## src/include/aud_config.svh

```systemverilog
`ifndef AUD_CONFIG_SVH
`define AUD_CONFIG_SVH

// ==============================
// audio word geometry
// ==============================

// bits per channel word, sent msb first
`define AUD_SAMPLE_W 16

// bit position counter, one bit wider than needed for the word
`define AUD_CNT_W 5

`endif

```

## src/rtl/aud_pkg.sv

```systemverilog
`default_nettype none

`include "aud_config.svh"

package aud_pkg;

    typedef enum logic [1:0] {
        ST_IDLE     = 2'd0,  // waiting for the lane phase
        ST_TRANSMIT = 2'd1,  // shifting out the word body
        ST_WAIT     = 2'd2   // word done, waiting for lrck to leave the phase
    } player_state_e;

    typedef enum logic {
        LANE_LEFT  = 1'b0,   // active while lrck is low
        LANE_RIGHT = 1'b1    // active while lrck is high
    } lane_e;

    typedef struct packed {
        logic [`AUD_SAMPLE_W-1:0] left;
        logic [`AUD_SAMPLE_W-1:0] right;
    } aud_frame_t;

endpackage

`default_nettype wire

```

## src/rtl/aud_player.sv

```systemverilog
`timescale 1ns/1ps
`default_nettype none

`include "aud_config.svh"

module aud_player #(
    parameter aud_pkg::lane_e P_LANE = aud_pkg::LANE_LEFT
) (
    input  logic                     i_bclk,
    input  logic                     i_rst_n,
    input  logic                     i_en,
    input  logic                     i_daclrck,
    input  logic [`AUD_SAMPLE_W-1:0] i_sample,
    output logic                     o_bit,
    output logic                     o_busy,
    output logic                     o_done
);

    localparam int IDX_W    = $clog2(`AUD_SAMPLE_W);
    localparam int LAST_BIT = `AUD_SAMPLE_W - 1;
    localparam logic [`AUD_CNT_W-1:0] LAST_CNT = LAST_BIT[`AUD_CNT_W-1:0];

    aud_pkg::player_state_e state_r, state_w;
    logic [`AUD_CNT_W-1:0] count_r, count_w;
    logic                  bit_r, bit_w;
    logic                  done_r, done_w;
    logic                  lrck_phase;
    logic [IDX_W-1:0]      bit_idx;

    // the right lane owns lrck high, the left lane owns lrck low
    assign lrck_phase = (P_LANE == aud_pkg::LANE_RIGHT) ? i_daclrck : ~i_daclrck;

    assign bit_idx = ~count_r[IDX_W-1:0];  // counts down from the msb as count_r goes up

    // ==============================
    // next state
    // ==============================
    always_comb begin
        state_w = state_r;
        count_w = count_r;
        bit_w   = bit_r;
        done_w  = 1'b0;
        case (state_r)
            aud_pkg::ST_IDLE: begin
                count_w = '0;
                if (i_en && lrck_phase) begin
                    state_w = aud_pkg::ST_TRANSMIT;
                    count_w = {{(`AUD_CNT_W-1){1'b0}}, 1'b1};
                    bit_w   = i_sample[LAST_BIT];  // msb goes out on the start edge
                end
            end
            aud_pkg::ST_TRANSMIT: begin
                bit_w = i_sample[bit_idx];
                if (count_r == LAST_CNT) begin
                    state_w = aud_pkg::ST_WAIT;
                    count_w = '0;
                    done_w  = 1'b1;  // lsb is registered on this edge
                end else begin
                    count_w = count_r + 1'b1;
                end
            end
            aud_pkg::ST_WAIT: begin
                if (!lrck_phase) begin
                    state_w = aud_pkg::ST_IDLE;
                end
            end
            default: begin
                state_w = aud_pkg::ST_IDLE;
                count_w = '0;
            end
        endcase
    end

    // ==============================
    // registers
    // ==============================
    always_ff @(posedge i_bclk or negedge i_rst_n) begin
        if (!i_rst_n) begin
            state_r <= aud_pkg::ST_IDLE;
            count_r <= '0;
            bit_r   <= 1'b0;
            done_r  <= 1'b0;
        end else begin
            state_r <= state_w;
            count_r <= count_w;
            bit_r   <= bit_w;
            done_r  <= done_w;
        end
    end

    assign o_bit  = bit_r;   // line holds its last bit between words
    assign o_done = done_r;
    assign o_busy = (state_r == aud_pkg::ST_TRANSMIT) || done_r;

    // the word body must end at the lsb
    a_count_range: assert property (@(posedge i_bclk) disable iff (!i_rst_n)
        (state_r == aud_pkg::ST_TRANSMIT) |-> (count_r <= LAST_CNT))
        else $error("player bit counter ran past the last bit");

endmodule

`default_nettype wire

```

## src/rtl/aud_frame_ctrl.sv

```systemverilog
`timescale 1ns/1ps
`default_nettype none

`include "aud_config.svh"

module aud_frame_ctrl (
    input  logic                     i_bclk,
    input  logic                     i_rst_n,
    input  logic                     i_ack,
    input  aud_pkg::aud_frame_t      i_frame,
    output logic                     o_req,
    output logic [`AUD_SAMPLE_W-1:0] o_left_sample,
    output logic [`AUD_SAMPLE_W-1:0] o_right_sample,
    input  logic                     i_left_bit,
    input  logic                     i_left_busy,
    input  logic                     i_right_bit,
    input  logic                     i_right_busy,
    input  logic                     i_right_done,
    output logic                     o_aud_dacdat,
    output logic                     o_underrun
);

    typedef enum logic [1:0] {
        REQ_IDLE    = 2'd0,  // waiting for ack low and an empty pending buffer
        REQ_ASSERT  = 2'd1,  // req high, waiting for ack
        REQ_RELEASE = 2'd2   // req dropped, waiting for ack low
    } req_state_e;

    req_state_e          req_state_r, req_state_w;
    logic                latch;
    aud_pkg::aud_frame_t pend_r;
    logic                pend_valid_r;
    aud_pkg::aud_frame_t active_r;
    logic                underrun_r;
    aud_pkg::lane_e      last_lane_r, sel_lane;

    // ==============================
    // four-phase request
    // ==============================
    always_comb begin
        req_state_w = req_state_r;
        case (req_state_r)
            REQ_IDLE: begin
                if (!i_ack && !pend_valid_r) begin
                    req_state_w = REQ_ASSERT;
                end
            end
            REQ_ASSERT: begin
                if (i_ack) begin
                    req_state_w = REQ_RELEASE;
                end
            end
            REQ_RELEASE: begin
                if (!i_ack) begin
                    req_state_w = REQ_IDLE;
                end
            end
            default: req_state_w = REQ_IDLE;
        endcase
    end

    always_ff @(posedge i_bclk or negedge i_rst_n) begin
        if (!i_rst_n) begin
            req_state_r <= REQ_IDLE;
        end else begin
            req_state_r <= req_state_w;
        end
    end

    assign o_req = (req_state_r == REQ_ASSERT);
    assign latch = (req_state_r == REQ_ASSERT) && i_ack;  // first cycle of ack only

    // ==============================
    // pending and active frames
    // ==============================
    always_ff @(posedge i_bclk) begin
        if (latch) begin
            pend_r <= i_frame;
        end
    end

    always_ff @(posedge i_bclk or negedge i_rst_n) begin
        if (!i_rst_n) begin
            pend_valid_r <= 1'b0;
            active_r     <= '0;  // the first frame after reset plays silence
            underrun_r   <= 1'b0;
        end else begin
            if (latch) begin
                pend_valid_r <= 1'b1;
            end else if (i_right_done) begin
                pend_valid_r <= 1'b0;
            end
            if (i_right_done) begin
                if (pend_valid_r) begin
                    active_r <= pend_r;
                end else begin
                    active_r   <= '0;
                    underrun_r <= 1'b1;  // sticky until reset
                end
            end
        end
    end

    assign o_left_sample  = active_r.left;
    assign o_right_sample = active_r.right;
    assign o_underrun     = underrun_r;

    // ==============================
    // bit merge
    // ==============================
    always_comb begin
        if (i_left_busy) begin
            sel_lane = aud_pkg::LANE_LEFT;
        end else if (i_right_busy) begin
            sel_lane = aud_pkg::LANE_RIGHT;
        end else begin
            sel_lane = last_lane_r;  // keep the line on the lane that spoke last
        end
    end

    always_ff @(posedge i_bclk or negedge i_rst_n) begin
        if (!i_rst_n) begin
            last_lane_r <= aud_pkg::LANE_LEFT;
        end else begin
            last_lane_r <= sel_lane;
        end
    end

    assign o_aud_dacdat = (sel_lane == aud_pkg::LANE_RIGHT) ? i_right_bit : i_left_bit;

    a_req_after_ack_low: assert property (@(posedge i_bclk) disable iff (!i_rst_n)
        (i_ack && !o_req) |=> !o_req)
        else $error("o_req raised while i_ack is still high");

    // a latch on anything but the rising ack edge would consume one frame twice
    a_single_latch: assert property (@(posedge i_bclk) disable iff (!i_rst_n)
        latch |-> $rose(i_ack))
        else $error("frame latched twice in one handshake");

endmodule

`default_nettype wire

```

## src/rtl/aud_dac_if.sv

```systemverilog
`timescale 1ns/1ps
`default_nettype none

`include "aud_config.svh"

module aud_dac_if (
    input  logic                i_bclk,
    input  logic                i_rst_n,
    input  logic                i_daclrck,
    input  logic                i_en,
    output logic                o_req,
    input  logic                i_ack,
    input  aud_pkg::aud_frame_t i_frame,
    output logic                o_aud_dacdat,
    output logic                o_underrun
);

    logic [`AUD_SAMPLE_W-1:0] left_sample;
    logic [`AUD_SAMPLE_W-1:0] right_sample;
    logic                     left_bit, left_busy;
    logic                     right_bit, right_busy, right_done;

    // ==============================
    // channel players
    // ==============================
    aud_player #(.P_LANE(aud_pkg::LANE_LEFT)) u_left (
        .i_bclk    (i_bclk),
        .i_rst_n   (i_rst_n),
        .i_en      (i_en),
        .i_daclrck (i_daclrck),
        .i_sample  (left_sample),
        .o_bit     (left_bit),
        .o_busy    (left_busy),
        .o_done    ()              // frames are committed on the right word end
    );

    aud_player #(.P_LANE(aud_pkg::LANE_RIGHT)) u_right (
        .i_bclk    (i_bclk),
        .i_rst_n   (i_rst_n),
        .i_en      (i_en),
        .i_daclrck (i_daclrck),
        .i_sample  (right_sample),
        .o_bit     (right_bit),
        .o_busy    (right_busy),
        .o_done    (right_done)
    );

    aud_frame_ctrl u_ctrl (
        .i_bclk         (i_bclk),
        .i_rst_n        (i_rst_n),
        .i_ack          (i_ack),
        .i_frame        (i_frame),
        .o_req          (o_req),
        .o_left_sample  (left_sample),
        .o_right_sample (right_sample),
        .i_left_bit     (left_bit),
        .i_left_busy    (left_busy),
        .i_right_bit    (right_bit),
        .i_right_busy   (right_busy),
        .i_right_done   (right_done),
        .o_aud_dacdat   (o_aud_dacdat),
        .o_underrun     (o_underrun)
    );

endmodule

`default_nettype wire

```

## config.mk

```make
export PLATFORM = sky130hd
export DESIGN_NAME = aud_dac_if
export DESIGN_NICKNAME = d
export VERILOG_FILES = /design/src/rtl/aud_pkg.sv /design/src/rtl/aud_player.sv /design/src/rtl/aud_frame_ctrl.sv /design/src/rtl/aud_dac_if.sv
export VERILOG_INCLUDE_DIRS = /design/src /design/src/include
export SDC_FILE = /design/constraint.sdc
export NUM_CORES = 1
export LEC_CHECK = 0
export ABC_AREA = 1
export BUFFER_PORTS_ARGS = -buffer_cell sky130_fd_sc_hd__buf_2
export CORE_ASPECT_RATIO = 0.7
export CORE_MARGIN = 4
export CORE_UTILIZATION = 25
export DETAILED_ROUTE_END_ITERATION = 8
export GPL_TIMING_DRIVEN = 0
export PLACE_DENSITY = 0.5
export SKIP_CTS_REPAIR_TIMING = 1
export SLEW_MARGIN = 20
export SYNTH_ARGS = -nofsm -noshare
export SYNTH_HDL_FRONTEND = slang
export SYNTH_SLANG_ARGS = --single-unit
export TNS_END_PERCENT = 30
```

## constraint.sdc

```tcl
create_clock -name i_bclk -period 4.6 [get_ports i_bclk]
set_clock_uncertainty 0.05 [all_clocks]
set_input_delay 0.69 -clock i_bclk [delete_from_list [all_inputs] [get_ports i_bclk]]
set_output_delay 0.69 -clock i_bclk [all_outputs]
set_load 0.02 [all_outputs]
```

Word level (Yosys, flattened, before mapping)
Cells that the tools add are included.
{"block": "word_totals", "word_cells": 97, "register_bits": 87}
{"block": "classes", "n_eq_ne": 17, "mux": 36, "n_bitwise": 4, "magnitude_cmp": 2, "reduce_logical": 20, "n_addsub": 2}
{"cell": "32-bit 2-to-1 mux", "count": 1}
{"cell": "5-bit case mux with 3 select lines", "count": 2}
{"cell": "2-bit 2-to-1 mux", "count": 9}
{"cell": "2-bit case mux with 3 select lines", "count": 3}
{"cell": "1-bit 2-to-1 mux", "count": 15}
{"cell": "2-bit by 1-bit != test with 1-bit output, second input constant", "count": 6}
{"cell": "5-bit by 1-bit adder with 5-bit output, second input constant", "count": 2}
{"cell": "5-bit by 4-bit == test with 1-bit output, second input constant", "count": 2}
{"cell": "4-bit by 5-bit less-than comparator with 1-bit output, second input constant", "count": 2}
{"cell": "5-bit 2-to-1 mux", "count": 2}
{"cell": "3-bit AND reduction", "count": 3}
{"cell": "1-bit binary-select mux with 4-bit select", "count": 2}
{"cell": "4-bit inverter", "count": 2}
{"cell": "2-bit by 1-bit == test with 1-bit output, second input constant", "count": 3}
{"cell": "2-bit == test, second input constant", "count": 3}
{"cell": "2-bit zero test", "count": 3}
{"cell": "2-bit != test, second input constant", "count": 3}
{"cell": "2-bit AND reduction", "count": 3}
{"cell": "2-bit nonzero test", "count": 3}
{"cell": "1-bit logical AND", "count": 4}
{"cell": "1-bit case mux with 2 select lines", "count": 2}
{"cell": "1-bit zero test", "count": 2}
{"cell": "1-bit logical OR", "count": 2}
{"cell": "1-bit inverter", "count": 2}

Depth between registers and ports, before layout
{"block": "logic_depth", "ltp_word": 5, "ltp_mapped": 9}

Cells and area by module
A second synthesis with hierarchy kept.
{"block": "hier_totals", "cells_unflattened": 380, "hier_area_um2": 3721.1}
{"mod": "aud_frame_ctrl", "cells_each": 198, "area_per_inst_um2": 2523.7, "n_inst": 1, "seq_area_each_um2": 1886.8}
{"mod": "aud_player at u_left", "cells_each": 90, "area_per_inst_um2": 603.1, "n_inst": 1, "seq_area_each_um2": 225.2}
{"mod": "aud_player at u_right", "cells_each": 92, "area_per_inst_um2": 594.3, "n_inst": 1, "seq_area_each_um2": 225.2}

Worst setup path after synthesis
No wires, ideal clock.
{"block": "synth_timing", "kind": "reg-to-reg", "start": "register u_ctrl.req_state_r[1]", "end": "register u_ctrl.pend_r[0] (netlist bit), enable pin", "slack_ns": 2.654, "setup_ns": 0.387, "path_buffers": 0, "path_stages_with_launch": 4, "synth_period_minus_slack_ns": 1.946, "arrival_ns": 1.510, "path_cell_list": "dfrtp_1 > nor2_1 > nand2_1 > inv_1"}
{"block": "synth_between", "elab_chain_cells": 2}
{"element": "from (decl)", "line_no": "aud_frame_ctrl.sv:29", "source": "req_state_e req_state_r, req_state_w;"}
{"element": "from (signal assigned)", "line_no": "aud_frame_ctrl.sv:66", "source": "req_state_r <= req_state_w;"}
{"element": "2-bit by 1-bit == test with 1-bit output"}
{"element": "net o_req", "line_no": "aud_dac_if.sv:11", "source": "output logic o_req,"}
{"element": "1-bit logical AND", "line_no": "aud_frame_ctrl.sv:71", "source": "assign latch = (req_state_r == REQ_ASSERT) && i_ack;"}
{"element": "net u_ctrl.latch", "line_no": "aud_frame_ctrl.sv:30", "source": "logic latch;"}
{"element": "to (signal assigned)", "line_no": "aud_frame_ctrl.sv:78", "source": "pend_r <= i_frame;"}
{"element": "to (decl)", "line_no": "aud_frame_ctrl.sv:31", "source": "aud_pkg::aud_frame_t pend_r;"}
The timed path passes the listed nets, and every way through them passes these cells.
A chain may end at the register's enable or synchronous reset.

Worst setup path after layout
{"block": "layout_timing", "start": "register u_right.state_r[1]", "end": "output port o_aud_dacdat"}
{"block": "layout_between", "elab_chain_cells": 5}
{"element": "from (decl)", "line_no": "aud_player.sv:23", "source": "aud_pkg::player_state_e state_r, state_w;"}
{"element": "from (signal assigned)", "line_no": "aud_player.sv:79", "source": "state_r <= aud_pkg::ST_IDLE;"}
{"element": "from (signal assigned)", "line_no": "aud_player.sv:84", "source": "state_r <= state_w;"}
{"element": "2-bit by 1-bit == test with 1-bit output", "line_no": "aud_player.sv:93", "source": "assign o_busy = (state_r == aud_pkg::ST_TRANSMIT) || done_r;"}
{"element": "1-bit logical OR", "line_no": "aud_player.sv:93"}
{"element": "1-bit 2-to-1 mux", "line_no": "aud_frame_ctrl.sv:114", "source": "end else if (i_right_busy) begin"}
{"element": "1-bit 2-to-1 mux", "line_no": "aud_frame_ctrl.sv:112", "source": "if (i_left_busy) begin"}
{"element": "net u_ctrl.sel_lane", "line_no": "aud_frame_ctrl.sv:35", "source": "aud_pkg::lane_e last_lane_r, sel_lane;"}
{"element": "1-bit 2-to-1 mux", "line_no": "aud_frame_ctrl.sv:129", "source": "assign o_aud_dacdat = (sel_lane == aud_pkg::LANE_RIGHT) ? i_right_bit : i_left_bit;"}
{"element": "to (decl)", "line_no": "aud_dac_if.sv:14", "source": "output logic o_aud_dacdat,"}
The timed path passes the listed nets, and every way through them passes these cells.

==> metrics.txt <==
first-pass GRT wire length=13.3 mm; worst skew pair latency=0.33 ns; top cells by area, synth=dfrtp_1 39%, edfxtp_1 27%, nand3_1 8.1%, inv_1 6.1%, o21ai_0 5.8%; clock transition at the registers of the reported paths=0.06 ns; # IOs=40; vias after detailed routing=2,519; Ys Warns=0; actual slew at the worst max-slew pin=0.728 ns; Max-slew headroom=51.4%; Die Ht=108 µm; TritonCTS Buffers=9; Critical Path AT=1.62 ns; fraction of layout cells with a size suffix above 1=15.8%; min-delay worst type=primary input to async pin; Clock Path Buffers=2; Post-Syn Instances=349; # fillers=1,447; Pre-antenna DRT Iters=4; final slew viol count=0; PD cells=607 mW/mm²; pin count of the biggest net entering global routing=56; VDD IR max=0.258 mV; CP Launch Type=register; grt total ovfl=0; Synth top area share=38.6%; cell taking the most area after synthesis=dfrtp_1; clock sinks=87; distinct cell type count after synthesis=24; status=finished, final reports clean; Synth Flop Type=dfrtp_1; CTS H-tree lvls=3; vias in the first global route=2,577; nets=438; initial antenna violation count=0; antenna fix cells=0; port buffer count=39; Max Clock Freq=424 MHz; antenna viol nets, final=0; GPL Wtd Cong=0.823; number of remaining DRC errors=0; WL per Instance=13.1 µm; reg-to-reg slack, setup=2.99 ns; Post-synth EDFFs=32; Worst Setup End Kind=output port; area of the core=0.0139 mm²; drt first-iter violations=169; period utilization=51.3%; final core utilization=31.1%; Initial Utilization=25.6%; Seq cells post-synth=87; leak pwr=1.92 nW; Mapped Area=0.00356 mm²; row cnt=36; Tot GR Track Use=10.4%; WP data required=3.86 ns; Pwr Total=2.63 mW; critical path class=register to output port; Total Wirelength=7.77 mm; MaxCap Viol Count=0; asr flop ratio synth=63.2%; sequential area share after synthesis=65.6%; worst-path fanout max=7; commonest cells in the synthesized netlist=58 x inv_1, 58 x nand3_1, 55 x dfrtp_1, 47 x nand2_1, 41 x o21ai_0; Setup TNS=0 ns; vias per cell=4.24; Final min period=2.36 ns; die width=151 µm; final hold viol count=0; DP HPWL=5.46 mm; die area=0.0163 mm²; Avg Synthesized Cell Area=10.2 µm²; area grow syn2layout=21.7%; Post-Syn Nets=388; FF-to-FF path depth=3; unrepaired setup endpoints after global routing=false; final setup fails=0; clk root buf=clkbuf_16; CTS tree=built
-- critical path: stages, from the launching register on --
cell and delay, ns:
dfrtp_1 0.40, nor2_1 0.38, o31ai_1 0.15, inv_1 0.09
nand2_1 0.05, nand2_1 0.05, buf_2 0.18
-- cell usage in the layout, fill, tap and decap left out, types with 2 or more instances in the layout --
cell type  instances
a21oi_1            5
clkinv_2           2
o22ai_1            6
buf_6              2
buf_2             44
o211ai_1           3
a21boi_0           2
nor2_1            17
bufinv_16          3
clkbuf_16          9
buf_1              2
o21ai_0           41
dfrtp_1           55
xor2_1             2
nand2_1           47
edfxtp_1          32
clkbuf_1           5
nand3_1           58
ha_1               2
inv_1             57
-- per-stage QoR --
| step | instances | setup slack (ns) | hold WS (ns) | cell area, µm² |
|---|---|---|---|---|
| floorplan | 349 | 2.65 | 0.344 | 3560 |
| global placement | 578 | 2.36 | 0.393 | 4000 |
| detailed placement | 578 | 2.59 | 0.395 | 4000 |
| CTS | 594 | 2.21 | 0.385 | 4340 |
| global route | 594 | 2.04 | 0.424 | 4340 |
| finish | 594 | 2.24 | 0.359 | 4340 |
-- layout make-up --
class	instances	area (µm²)	share of cell area (%)
tap	190	238	5.48
sequential	87	2340	53.9
clock inverter	6	109	2.51
timing repair buffer	39	198	4.56
inverter	58	218	5.02
clock buffer	10	229	5.28
buffer	14	75.1	1.73
multi-input combinational	190	932	21.5
-- path summary, 6_finish.rpt --
check	start	end
setup / recovery	u_right.state_r[1]$_DFFE_PN0P_	o_aud_dacdat
hold / removal	i_rst_n	u_left.state_r[1]$_DFFE_PN0P_
setup reg to reg	u_ctrl.req_state_r[1]$_DFFE_PN0P_	u_ctrl.pend_r[12]$_DFFE_PP_
hold reg to reg	u_ctrl.req_state_r[1]$_DFFE_PN0P_	u_ctrl.req_state_r[0]$_DFFE_PN0P_
max in group asynchronous	i_rst_n	u_ctrl.o_left_sample[10]$_DFFE_PN0P_
min in group i_bclk	u_ctrl.req_state_r[1]$_DFFE_PN0P_	u_ctrl.req_state_r[0]$_DFFE_PN0P_
-- layer usage --
metal | global-route usage (%) | share of wire [%] | up-vias
li1 | - | - | 1258
met1 | 16.2 | 55 | 1202
met2 | 13.9 | 40 | 50
met3 | 2.74 | 3.9 | 9
met4 | 3.10 | 1.1 | 0
met5 | 0 | 0 | -
-- registers in the layout (all words and copies together) (netlist names) --
register	flops
u_left.o_done	1
u_ctrl.pend_valid_r	1
u_left.o_bit	1
u_ctrl.o_right_sample	16
u_right.state_r	2
u_ctrl.last_lane_r	1
u_ctrl.req_state_r	2
u_left.state_r	2
u_right.count_r	5
u_ctrl.pend_r	32
u_left.count_r	5
u_right.o_done	1
u_right.o_bit	1
u_ctrl.o_left_sample	16
u_ctrl.o_underrun	1
-- where the power goes --
part | internal (mW) | leakage [nW] | switching, mW
registers | 1.01 | 1.02 | 0.109
clock network | 0.530 | 0.166 | 0.292
logic | 0.242 | 0.733 | 0.450
total | 1.78 | 1.92 | 0.851
-- cell families (layout without fill, tap and decap cells) --
| group | count (synthesis) | after routing | share of synthesized area, % |
|---|---|---|---|
| compound gates | 62 | 62 | 9.59 |
| xor+xnor | 2 | 2 | 0.492 |
| fa+ha+maj | 2 | 2 | 0.702 |
| buf+inv | 72 | 127 | 8.22 |
| flops | 87 | 87 | 65.6 |
| simple gates | 124 | 124 | 15.4 |
Power figures use the tool's default switching activity.
